## src/cpu_pkg.sv

```systemverilog
`default_nettype none

package cpu_pkg;

  // one data or instruction word
  typedef logic [15:0] word_t;
  // imem address at the default depth of 256 words
  typedef logic [7:0] pc_t;
  // eight general registers
  typedef logic [2:0] reg_addr_t;
  typedef logic [3:0] shamt_t;
  // condition codes, indexed below
  typedef logic [2:0] ccr_t;

  localparam int CCR_Z = 0;
  localparam int CCR_N = 1;
  localparam int CCR_C = 2;

  // unlisted codes run as nop
  typedef enum logic [4:0] {
    OP_NOP = 5'd0,
    OP_ADD = 5'd1,
    OP_SUB = 5'd2,
    OP_AND = 5'd3,
    OP_OR  = 5'd4,
    OP_NOT = 5'd5,
    OP_MOV = 5'd6,
    OP_SHL = 5'd7,
    OP_SHR = 5'd8,
    OP_IN  = 5'd9,
    OP_OUT = 5'd10,
    OP_LDM = 5'd11,
    OP_HLT = 5'd31
  } opcode_t;

  // fetch control
  typedef enum logic [1:0] {
    RUN_IDLE,
    RUN_ACTIVE,
    RUN_STOPPED
  } run_state_t;

  // instruction field extraction
  function automatic opcode_t instr_op(word_t w);
    return opcode_t'(w[15:11]);
  endfunction

  function automatic reg_addr_t instr_rd(word_t w);
    return w[10:8];
  endfunction

  function automatic reg_addr_t instr_rs(word_t w);
    return w[7:5];
  endfunction

  function automatic reg_addr_t instr_rt(word_t w);
    return w[4:2];
  endfunction

  // shifts only, overlaps rt
  function automatic shamt_t instr_shamt(word_t w);
    return w[3:0];
  endfunction

endpackage

`default_nettype wire

```

## src/decode_exec_if.sv

```systemverilog
`default_nettype none

// one decoded operation, decode to execute
interface decode_exec_if;
  import cpu_pkg::*;

  // single-cycle strobe, no ready
  logic      valid;
  opcode_t   op;
  // a from rs, b from rt
  word_t     a;
  word_t     b;
  shamt_t    shamt;
  reg_addr_t rd;
  // ldm immediate
  word_t     imm;

  modport producer (
    output valid, op, a, b, shamt, rd, imm
  );

  modport consumer (
    input valid, op, a, b, shamt, rd, imm
  );

endinterface

`default_nettype wire

```

## src/fetch_unit.sv

```systemverilog
`default_nettype none

module fetch_unit #(
  parameter int IMEM_AW = 8
) (
  input  wire logic               clk,
  input  wire logic               rst,
  input  wire logic               start,
  input  wire logic               imem_we,
  input  wire logic [IMEM_AW-1:0] imem_addr,
  input  wire cpu_pkg::word_t     imem_wdata,
  input  wire logic               hlt_decoded,
  output      logic               instr_valid,
  output      cpu_pkg::word_t     instr
);
  import cpu_pkg::*;

  // program store, loaded before start
  word_t              imem [2**IMEM_AW];
  logic [IMEM_AW-1:0] pc;
  run_state_t         state;

  // load port and synchronous read
  always_ff @(posedge clk)
  begin
    if (imem_we)
    begin
      imem[imem_addr] <= imem_wdata;
    end
    // word shows one cycle after its address
    instr <= imem[pc];
  end

  always_ff @(posedge clk or posedge rst)
  begin
    if (rst)
    begin
      state       <= RUN_IDLE;
      pc          <= '0;
      instr_valid <= 1'b0;
    end
    else
    begin
      case (state)
        RUN_IDLE:
        begin
          instr_valid <= 1'b0;
          if (start)
          begin
            // address 0 goes out next cycle
            state <= RUN_ACTIVE;
            pc    <= '0;
          end
        end
        RUN_ACTIVE:
        begin
          if (hlt_decoded)
          begin
            // drop the word read at this edge
            state       <= RUN_STOPPED;
            instr_valid <= 1'b0;
          end
          else
          begin
            instr_valid <= 1'b1;
            pc          <= pc + 1'b1;
          end
        end
        default:
        begin
          // stays stopped until reset
          instr_valid <= 1'b0;
        end
      endcase
    end
  end

endmodule

`default_nettype wire

```

## src/decode_stage.sv

```systemverilog
`default_nettype none

module decode_stage (
  input  wire logic                clk,
  input  wire logic                rst,
  input  wire logic                instr_valid,
  input  wire cpu_pkg::word_t      instr,
  input  wire logic                wb_en,
  input  wire cpu_pkg::reg_addr_t  wb_addr,
  input  wire cpu_pkg::word_t      wb_data,
  output      logic                hlt_decoded,
  decode_exec_if.producer          dx
);
  import cpu_pkg::*;

  word_t     rf [8];
  // set after an ldm word, cleared by its immediate
  logic      ldm_pending;
  reg_addr_t ldm_rd;

  opcode_t   op;
  reg_addr_t rd;
  reg_addr_t rs;
  reg_addr_t rt;
  word_t     rs_val;
  word_t     rt_val;

  // field split
  always_comb
  begin
    op = instr_op(instr);
    rd = instr_rd(instr);
    rs = instr_rs(instr);
    rt = instr_rt(instr);
  end

  // operand read, bypassing the result now in execute
  always_comb
  begin
    rs_val = rf[rs];
    rt_val = rf[rt];
    if (wb_en && (wb_addr == rs))
    begin
      rs_val = wb_data;
    end
    if (wb_en && (wb_addr == rt))
    begin
      rt_val = wb_data;
    end
  end

  // an ldm immediate may look like hlt, so skip it
  assign hlt_decoded = instr_valid && !ldm_pending && (op == OP_HLT);

  // register file write from execute
  always_ff @(posedge clk or posedge rst)
  begin
    if (rst)
    begin
      for (int i = 0; i < 8; i++)
      begin
        rf[i] <= '0;
      end
    end
    else if (wb_en)
    begin
      rf[wb_addr] <= wb_data;
    end
  end

  // strobe and ldm pairing
  always_ff @(posedge clk or posedge rst)
  begin
    if (rst)
    begin
      dx.valid    <= 1'b0;
      ldm_pending <= 1'b0;
    end
    else if (!instr_valid)
    begin
      dx.valid <= 1'b0;
    end
    else if (ldm_pending)
    begin
      // immediate word completes the ldm
      dx.valid    <= 1'b1;
      ldm_pending <= 1'b0;
    end
    else if (op == OP_LDM)
    begin
      // first half, nothing issued yet
      dx.valid    <= 1'b0;
      ldm_pending <= 1'b1;
    end
    else
    begin
      dx.valid <= 1'b1;
    end
  end

  // operation payload
  always_ff @(posedge clk)
  begin
    if (instr_valid)
    begin
      if (ldm_pending)
      begin
        dx.op  <= OP_LDM;
        dx.rd  <= ldm_rd;
        dx.imm <= instr;
      end
      else
      begin
        dx.op    <= op;
        dx.rd    <= rd;
        dx.a     <= rs_val;
        dx.b     <= rt_val;
        dx.shamt <= instr_shamt(instr);
        // hold target for the word that follows
        ldm_rd   <= rd;
      end
    end
  end

endmodule

`default_nettype wire

```

## src/execute_unit.sv

```systemverilog
`default_nettype none

module execute_unit (
  input  wire logic                clk,
  input  wire logic                rst,
  input  wire cpu_pkg::word_t      in_port,
  decode_exec_if.consumer          dx,
  output      logic                wb_en,
  output      cpu_pkg::reg_addr_t  wb_addr,
  output      cpu_pkg::word_t      wb_data,
  output      cpu_pkg::word_t      out_port,
  output      logic                out_valid,
  output      cpu_pkg::ccr_t       ccr,
  output      logic                halted
);
  import cpu_pkg::*;

  word_t        result;
  logic         carry;
  logic         writes_rd;
  logic         sets_flags;
  // 17-bit view so carry falls out of the top
  logic [16:0]  wide;
  ccr_t         next_ccr;

  // alu
  always_comb
  begin
    result     = '0;
    carry      = 1'b0;
    writes_rd  = 1'b0;
    sets_flags = 1'b0;
    wide       = '0;
    case (dx.op)
      OP_ADD:
      begin
        wide       = {1'b0, dx.a} + {1'b0, dx.b};
        result     = wide[15:0];
        carry      = wide[16];
        writes_rd  = 1'b1;
        sets_flags = 1'b1;
      end
      OP_SUB:
      begin
        result     = dx.a - dx.b;
        // borrow
        carry      = dx.a < dx.b;
        writes_rd  = 1'b1;
        sets_flags = 1'b1;
      end
      OP_AND:
      begin
        result     = dx.a & dx.b;
        writes_rd  = 1'b1;
        sets_flags = 1'b1;
      end
      OP_OR:
      begin
        result     = dx.a | dx.b;
        writes_rd  = 1'b1;
        sets_flags = 1'b1;
      end
      OP_NOT:
      begin
        result     = ~dx.a;
        writes_rd  = 1'b1;
        sets_flags = 1'b1;
      end
      OP_MOV:
      begin
        result    = dx.a;
        writes_rd = 1'b1;
      end
      OP_SHL:
      begin
        // last bit out of the top, zero for shamt 0
        wide       = {1'b0, dx.a} << dx.shamt;
        result     = wide[15:0];
        carry      = wide[16];
        writes_rd  = 1'b1;
        sets_flags = 1'b1;
      end
      OP_SHR:
      begin
        // last bit out of the bottom lands in bit 0
        wide       = {dx.a, 1'b0} >> dx.shamt;
        result     = wide[16:1];
        carry      = wide[0];
        writes_rd  = 1'b1;
        sets_flags = 1'b1;
      end
      OP_IN:
      begin
        result    = in_port;
        writes_rd = 1'b1;
      end
      OP_LDM:
      begin
        result    = dx.imm;
        writes_rd = 1'b1;
      end
      default:
      begin
        // nop, out, hlt and unused codes
        result = '0;
      end
    endcase
  end

  always_comb
  begin
    next_ccr        = '0;
    next_ccr[CCR_Z] = (result == '0);
    next_ccr[CCR_N] = result[15];
    next_ccr[CCR_C] = carry;
  end

  // write-back also feeds decode forwarding
  assign wb_en   = dx.valid && writes_rd;
  assign wb_addr = dx.rd;
  assign wb_data = result;

  always_ff @(posedge clk or posedge rst)
  begin
    if (rst)
    begin
      ccr       <= '0;
      out_valid <= 1'b0;
      out_port  <= '0;
      halted    <= 1'b0;
    end
    else
    begin
      if (dx.valid && sets_flags)
      begin
        ccr <= next_ccr;
      end
      // port strobe one cycle behind the out op
      out_valid <= dx.valid && (dx.op == OP_OUT);
      if (dx.valid && (dx.op == OP_OUT))
      begin
        out_port <= dx.a;
      end
      // sticky until reset
      if (dx.valid && (dx.op == OP_HLT))
      begin
        halted <= 1'b1;
      end
    end
  end

endmodule

`default_nettype wire

```

## src/cpu_top.sv

```systemverilog
`default_nettype none

module cpu_top #(
  parameter int IMEM_AW = $bits(cpu_pkg::pc_t)
) (
  input  wire logic               clk,
  input  wire logic               rst,
  input  wire logic               start,
  input  wire logic               imem_we,
  input  wire logic [IMEM_AW-1:0] imem_addr,
  input  wire cpu_pkg::word_t     imem_wdata,
  input  wire cpu_pkg::word_t     in_port,
  output      cpu_pkg::word_t     out_port,
  output      logic               out_valid,
  output      cpu_pkg::ccr_t      ccr,
  output      logic               halted
);
  import cpu_pkg::*;

  // fetch to decode
  logic      instr_valid;
  word_t     instr;
  logic      hlt_decoded;

  // execute write-back, also the bypass source
  logic      wb_en;
  reg_addr_t wb_addr;
  word_t     wb_data;

  decode_exec_if dx_if ();

  fetch_unit #(
    .IMEM_AW (IMEM_AW)
  ) i_fetch (
    .clk         (clk),
    .rst         (rst),
    .start       (start),
    .imem_we     (imem_we),
    .imem_addr   (imem_addr),
    .imem_wdata  (imem_wdata),
    .hlt_decoded (hlt_decoded),
    .instr_valid (instr_valid),
    .instr       (instr)
  );

  decode_stage i_decode (
    .clk         (clk),
    .rst         (rst),
    .instr_valid (instr_valid),
    .instr       (instr),
    .wb_en       (wb_en),
    .wb_addr     (wb_addr),
    .wb_data     (wb_data),
    .hlt_decoded (hlt_decoded),
    .dx          (dx_if.producer)
  );

  execute_unit i_execute (
    .clk       (clk),
    .rst       (rst),
    .in_port   (in_port),
    .dx        (dx_if.consumer),
    .wb_en     (wb_en),
    .wb_addr   (wb_addr),
    .wb_data   (wb_data),
    .out_port  (out_port),
    .out_valid (out_valid),
    .ccr       (ccr),
    .halted    (halted)
  );

endmodule

`default_nettype wire

```

## config.mk

```make
export PLATFORM = sky130hd
export DESIGN_NAME = cpu_top
export DESIGN_NICKNAME = d
export VERILOG_FILES = /design/src/cpu_pkg.sv /design/src/decode_exec_if.sv /design/src/fetch_unit.sv /design/src/decode_stage.sv /design/src/execute_unit.sv /design/src/cpu_top.sv
export SDC_FILE = /design/constraint.sdc
export NUM_CORES = 2
export LEC_CHECK = 0
export BUFFER_PORTS_ARGS = -buffer_cell sky130_fd_sc_hd__buf_2
export CELL_PAD_IN_SITES_DETAIL_PLACEMENT = 0
export CELL_PAD_IN_SITES_GLOBAL_PLACEMENT = 1
export CORE_ASPECT_RATIO = 0.7
export CORE_MARGIN = 2
export CORE_UTILIZATION = 51
export DETAILED_ROUTE_END_ITERATION = 8
export PLACE_DENSITY = 0.85
export SLEW_MARGIN = 10
export SYNTH_ARGS = -nofsm -noshare
export SYNTH_HDL_FRONTEND = slang
export SYNTH_SLANG_ARGS = --single-unit
export TNS_END_PERCENT = 10
```

## constraint.sdc

```tcl
create_clock -name clk -period 5.2 [get_ports clk]
set_input_delay 0.52 -clock clk [delete_from_list [all_inputs] [get_ports clk]]
set_output_delay 0.52 -clock clk [all_outputs]
set_load 0.005 [all_outputs]
```

# Yosys cells after proc, flatten, opt, wreduce, memory -nomap -nowiden
# Memories as Yosys holds them, arrays and structs flattened. A register that Yosys moved wholly into a read port is not among the register bits.
# Index checks and enable logic that the tools add are counted.
# W data, S select, Z words.
# op_classes
bitwise_logic,7
n_shift,2
n_addsub,3
reduce_logical,19
n_mux,31
magnitude_cmp,5
eq_ne,20
div,0
mul,0
# op_table
cell,n
$pmux W16 S10,1
$bwmux W128,1
$mux W16,7
$bmux W16 S3,2
$demux W16 S3,1
$eq A5 B4 Y1 const B,5
$eq A5 B3 Y1 const B,4
$add A16 B16 Y17,1
$shl A16 B4 Y17,1
$shr A17 B4 Y17,1
$and A16 B16 Y16,1
$logic_not A16 Y1,1
$lt A16 B16 Y1,1
$mux W8,2
$not A16 Y16,1
$or A16 B16 Y16,1
$pmux W8 S2,1
$sub A16 B16 Y16,1
$ge A4 B4 Y1 const B,3
$not A3 Y4,3
$mux W1,11
$eq A5 B2 Y1 const B,2
$eq A5 B5 Y1 const B,2
$reduce_or A10 Y1,1
18 further kinds,32
# word_totals
n_memories,1
rom_bits,0
wordCells,111
reg_bits,222
ramBits,4096
in_bits,44
latchBits,0
output_inout_bits,21
# memory_table
name,words,word_bits,rd,rd_ports_with_merged_regs,wr,line_no,text
i_fetch.imem,256,16,1,1,1,fetch_unit.sv:19,word_t imem [2**IMEM_AW];

# Logic depth before layout (Yosys ltp)
# logic_depth
word_depth,6
mapped_depth,13
depth_no_buf,13

# Cells and area by module
# From an unflattened synthesis, not the netlist that was laid out.
# unflattened
hier_cells,8830
area_unflattened_um2,174777.6
# by_module_without_submodules
mod,cells_per_inst,n_inst,area_per_inst_um2,seq_area_each_um2
fetch_unit,7598,1,159903.4,123593.5
decode_stage,528,1,9437.8,5054.8
execute_unit,704,1,5436.5,525.5

# Worst setup path after synthesis
# Ideal clock, no wire load.
# synth_path
path_kind,reg-to-reg
startpoint,reg i_decode.dx.a[1]
endpoint,reg i_decode.dx.a[11] (data pin)
t_required_ns,4.933
setup_time_ns,0.267
path_buffers,1
setup_slack_ns,1.848
stages_incl_launch_ff,11
period_less_slack_ns,3.352
arrival_time_ns,3.086
path_cell_list,edfxtp_1 -> inv_1 -> ha_1 -> nor2_1 -> o311ai_0 -> a211oi_1 -> o41a_1 -> a221o_1 -> a221oi_1 -> clkbuf_1 -> o21ai_0
# synth_via
elab_chain_cells,3
word_cells_on_any_way,6
classes_between,add/sub (2); shift (2); mux (2)
# synth_lines
item,line_no,text
"start, declared",decode_exec_if.sv:19,"output valid, op, a, b, shamt, rd, imm"
"start signal, assigned",decode_stage.sv:116,dx.a <= rs_val;
$sub A16 B16 Y16 (tied with other cells),execute_unit.sv:45,result = dx.a - dx.b;
$pmux W16 S10 *,execute_unit.sv:34,case (dx.op)
$mux W16 *,decode_stage.sv:42,if (wb_en && (wb_addr == rs))
net i_decode.rs_val[11],decode_stage.sv:25,word_t rs_val;
# Mark *: on every way through the listed nets, which the timed path passes. The rest lies on a longest branch.
# A chain may end at the register's enable or synchronous reset.

# Worst setup path after layout
# layout_path
startpoint,reg i_decode.dx.op[0]
endpoint,reg i_decode.dx.b[4] (data pin)
# layout_via
elab_chain_cells,6
word_cells_on_any_way,16
classes_between,eq/ne (10); mux (3); reduce/logical (3)
# layout_lines
item,line_no,text
"start, declared",decode_exec_if.sv:19,
$eq A5 B1 Y1 (tied with other cells),execute_unit.sv:34,
$reduce_or A10 Y1 (no source line),n/a,
$mux W1,execute_unit.sv:34,
$logic_and A1 B1 Y1,execute_unit.sv:119,assign wb_en = dx.valid && writes_rd;
$logic_and A1 B1 Y1,decode_stage.sv:46,if (wb_en && (wb_addr == rt))
$mux W16 *,decode_stage.sv:46,
net i_decode.rt_val[4],decode_stage.sv:26,word_t rt_val;
"end signal, assigned",decode_stage.sv:117,dx.b <= rt_val;
"end, declared",decode_exec_if.sv:19,
# Marks and branches as above.

==> impl_metrics.ini <==
[detailed_routing]
dr.pass1.iters = 6
vias = 87538
post_drt_wl_per_cell_um = 36.87
drc = 0
wl_um = 475200
final_antenna_net_count = 0
vias_per_cell = 6.791
drt_iter0_markers = 15322

[timing]
layout_setup_ws_ps = 524.7
final_max_slew_viol_count = 0
fmax_mhz = 213.9
worst_pin_slew_ps = 1400
rsz0062_at_grt = false
hold_viol = 0
relSlewSlack_pct = 6.677
whs_ps = 87.58
tns_ps = 0
finalClockSkew_ps = 86.84
finalSetupViolations = 0
finalCritPeriodShare_pct = 89.91
min_period_ps = 4675

[grt]
grtUsageTotal_pct = 27.97
antenna_found_initial = 45
grt_pass1_vias = 86200
grt_pass1_wl_um = 668900
grt_max_degree = 222
overflow = 0

[cells_and_area]
fin_nets = 8178
syn_to_final_growth_pct = 12.33
nFillCells = 22774
final-instance-count-excl-fill = 12890
fin_area_um2 = 192200
drive_above_1_share_pct = 30.97

[worst_setup_path]
cp-start-kind = flip-flop
crit_required_ps = 5830
worst_setup_path_end_kind = flip-flop
path_cells = or4b_1 > nor3_2 > nand2_1 > o2111ai_1 > a211oi_1 > buf_4 > o21ai_0
crit_fanout = 22
arrival_ps = 5300
cpPeakStageDelay_ps = 1010
cp_slowest_cell = nor3_2
worst-path-buf-inv = 1
timing.critical_path.max_delay_family = simple AND/OR/NAND/NOR gates
critPathKind = flip-flop to flip-flop

[placement]
dp_cells = 12163
pre_cts_slack_ps = 845.2
port_buffers = 64
placed_area_um2 = 179700
place.gp.congestion = 0.9711
dp_hpwl_um = 267100

[clock_network]
clkSinkCount = 4334
cts.clk_slew.worst_paths_ps = 70
cts_max_path_buffers = 4
post-cts-setup-buffers = 0
cts_max_level = 5
clk_latency_ps = 1010
root_buffer = clkbuf_16
cts_tree = done
cts_buffers = 385

[logic_synthesis]
synth_ff_type = edfxtp_1
synth.yosys.warnings = 0
synth_nets = 7732
ys_types = 79
synth_edf_count = 4156
synth.cell_area_um2 = 171100
synthesis.instances = 7634
seq_area_frac_synth_pct = 75.50
syn_area_per_cell_um2 = 22.41
yosys_register_bits = 4334
async_flop_share_pct = 3.738

[pwr]
vdd_ir_drop_max_v = 0.0005318
power_per_cell_area_nw_per_um2 = 541.4
p_seq_share_pct = 39.4
power_switching_uw = 33750
clock_power_share_pct = 27.7
combPwrFrac_pct = 33.0
switching_share_pct = 32.44
internal_power_uw = 70290
p_leak_uw = 0.06046

[status]
status = finished, final reports clean

[floorplanning]
die_y_um = 488.6
core_area_um2 = 333100
die_area_um2 = 340200
die_w_um = 696.3
start_util_pct = 51.37
ios = 65
rows = 177

[hold_path]
hold_path_class = input port to flip-flop

[job]
max_cap_viol_count = 0
-- flip-flops by register name, summed over array words and instances, names as in the netlist --
signal and count:
i_decode.dx.a 16, i_decode.dx.b 16, i_decode.dx.imm 16, i_decode.dx.op 5, i_decode.dx.rd 3, i_decode.dx.shamt 4, i_decode.dx.valid 1, i_decode.ldm_pending 1
i_decode.rf 128, i_execute.ccr 3, i_execute.halted 1, i_execute.out_port 16, i_execute.out_valid 1, i_fetch.imem 4096, i_fetch.instr 16, i_fetch.instr_valid 1
i_fetch.pc 8, i_fetch.state 2
-- metal layers --
layer	share of wire, %	global-route usage (%)	vias up
met5	0.047	0.07113	-
met4	4.0	9.826	28
met3	14	8.100	1026
met2	46	41.52	7073
met1	36	40.12	46206
li1	-	-	33205
-- cell usage after synthesis (7+ instances only) --
cell,instances,area [um2]
edfxtp_1,4156,124800
mux4_2,1431,32230
nor2_1,330,1239
clkbuf_1,319,1197
nand2_1,242,908.4
o21ai_0,220,1101
dfrtp_1,162,4054
buf_2,90,450.4
inv_1,63,236.5
buf_1,55,206.5
nand3_1,53,265.3
ha_1,52,650.6
a21oi_1,45,225.2
mux2_2,40,450.4
mux2i_1,31,310.3
nor3_1,27,135.1
nand4_1,22,137.6
nor2b_1,22,137.6
a211oi_1,16,120.1
dfxtp_1,16,320.3
a21o_1,13,97.59
a22oi_1,13,97.59
o211ai_1,13,97.59
o31ai_1,12,90.09
nand3b_1,10,75.07
xnor2_1,10,87.58
nand2b_1,9,56.30
o22ai_1,9,56.30
or2_2,9,56.30
a2111oi_0,8,70.07
a221oi_1,8,70.07
nor4_1,8,50.05
or3_1,8,50.05
a31oi_1,7,43.79
and2_1,7,43.79
and3_1,7,43.79
o2111ai_1,7,61.31
-- area by class of cell --
| class | instances | area, um2 | share of cell area [%] |
|---|---|---|---|
| timing repair buffer | 525 | 4701 | 2.446 |
| inverter | 63 | 241.5 | 0.1256 |
| tap | 4475 | 5599 | 2.913 |
| clock inverter | 217 | 2240 | 1.165 |
| multi-input combinational | 2771 | 39960 | 20.79 |
| sequential | 4334 | 129200 | 67.23 |
| clock buffer | 484 | 10190 | 5.302 |
| antenna | 21 | 52.55 | 0.02734 |
-- what timing repair did --
action,4_1_cts,5_1_grt
gates resized for setup,0,0
hold buffers,5,0
endpoints found under the hold margin,261,0
-- worst paths after layout --
check / startpoint / cells after the start / slack [ps] / endpoint
setup / recovery: i_decode.dx.op[0] / 7 / 520 / i_decode.dx.b[4]
hold / removal: imem_wdata[12] / 1 / 90 / i_fetch.imem[8][12]
setup reg to reg: i_decode.dx.op[0] / 7 / 520 / i_decode.dx.b[4]
hold reg to reg: i_execute.out_port[7] / 2 / 470 / i_execute.out_port[7]
max in group asynchronous: rst / 4 / 3960 / i_decode.rf[8]
min in group asynchronous: rst / 4 / 240 / i_decode.dx.valid
-- power groups by stage --
stage,Combinational [uW],Sequential [uW],Clock (uW)
final,34300,41000,28800
after global routing,35400,41100,30200
after CTS,33700,40900,29000
after detailed placement,33100,41700,0
after global placement,32800,41500,0
after floorplan,21300,40700,0
-- cell usage in the layout (no fill, tap or decap), types with 28 or more instances in the layout --
cell	Yosys	routed
nand3_1	53	44
dfrtp_1	162	156
nand2_1	242	242
inv_1	63	62
nor2_1	330	304
ha_1	52	52
bufinv_16	0	36
clkinv_1	0	76
clkbuf_16	0	388
buf_2	90	48
mux2i_1	31	31
a21oi_1	45	45
edfxtp_1	4156	4156
buf_4	0	394
clkbuf_1	319	84
mux4_2	1431	1431
clkbuf_8	0	28
clkinv_2	0	62
buf_12	0	61
o21ai_0	220	220
mux2_2	40	40
-- metrics by stage --
stage / power, uW / util (%)
floorplan: 62020 / -
global placement: 74360 / 53.93
detailed placement: 74800 / 53.94
CTS: 103700 / 57.68
global route: 106700 / 57.69
finish: 104000 / 57.70
-- kinds of logic after synthesis --
logic type,count (synthesis),synth area share [%]
XOR/XNOR,15,0.07678
buffers and inverters,529,1.235
AND/OR/NAND/NOR,775,1.975
flip-flops,4334,75.50
multiplexers,1502,19.28
AO/OA/AOI/OAI,425,1.532
adder cells (fa/ha/maj),54,0.4037
No activity file was read; power rests on OpenSTA's default activity.
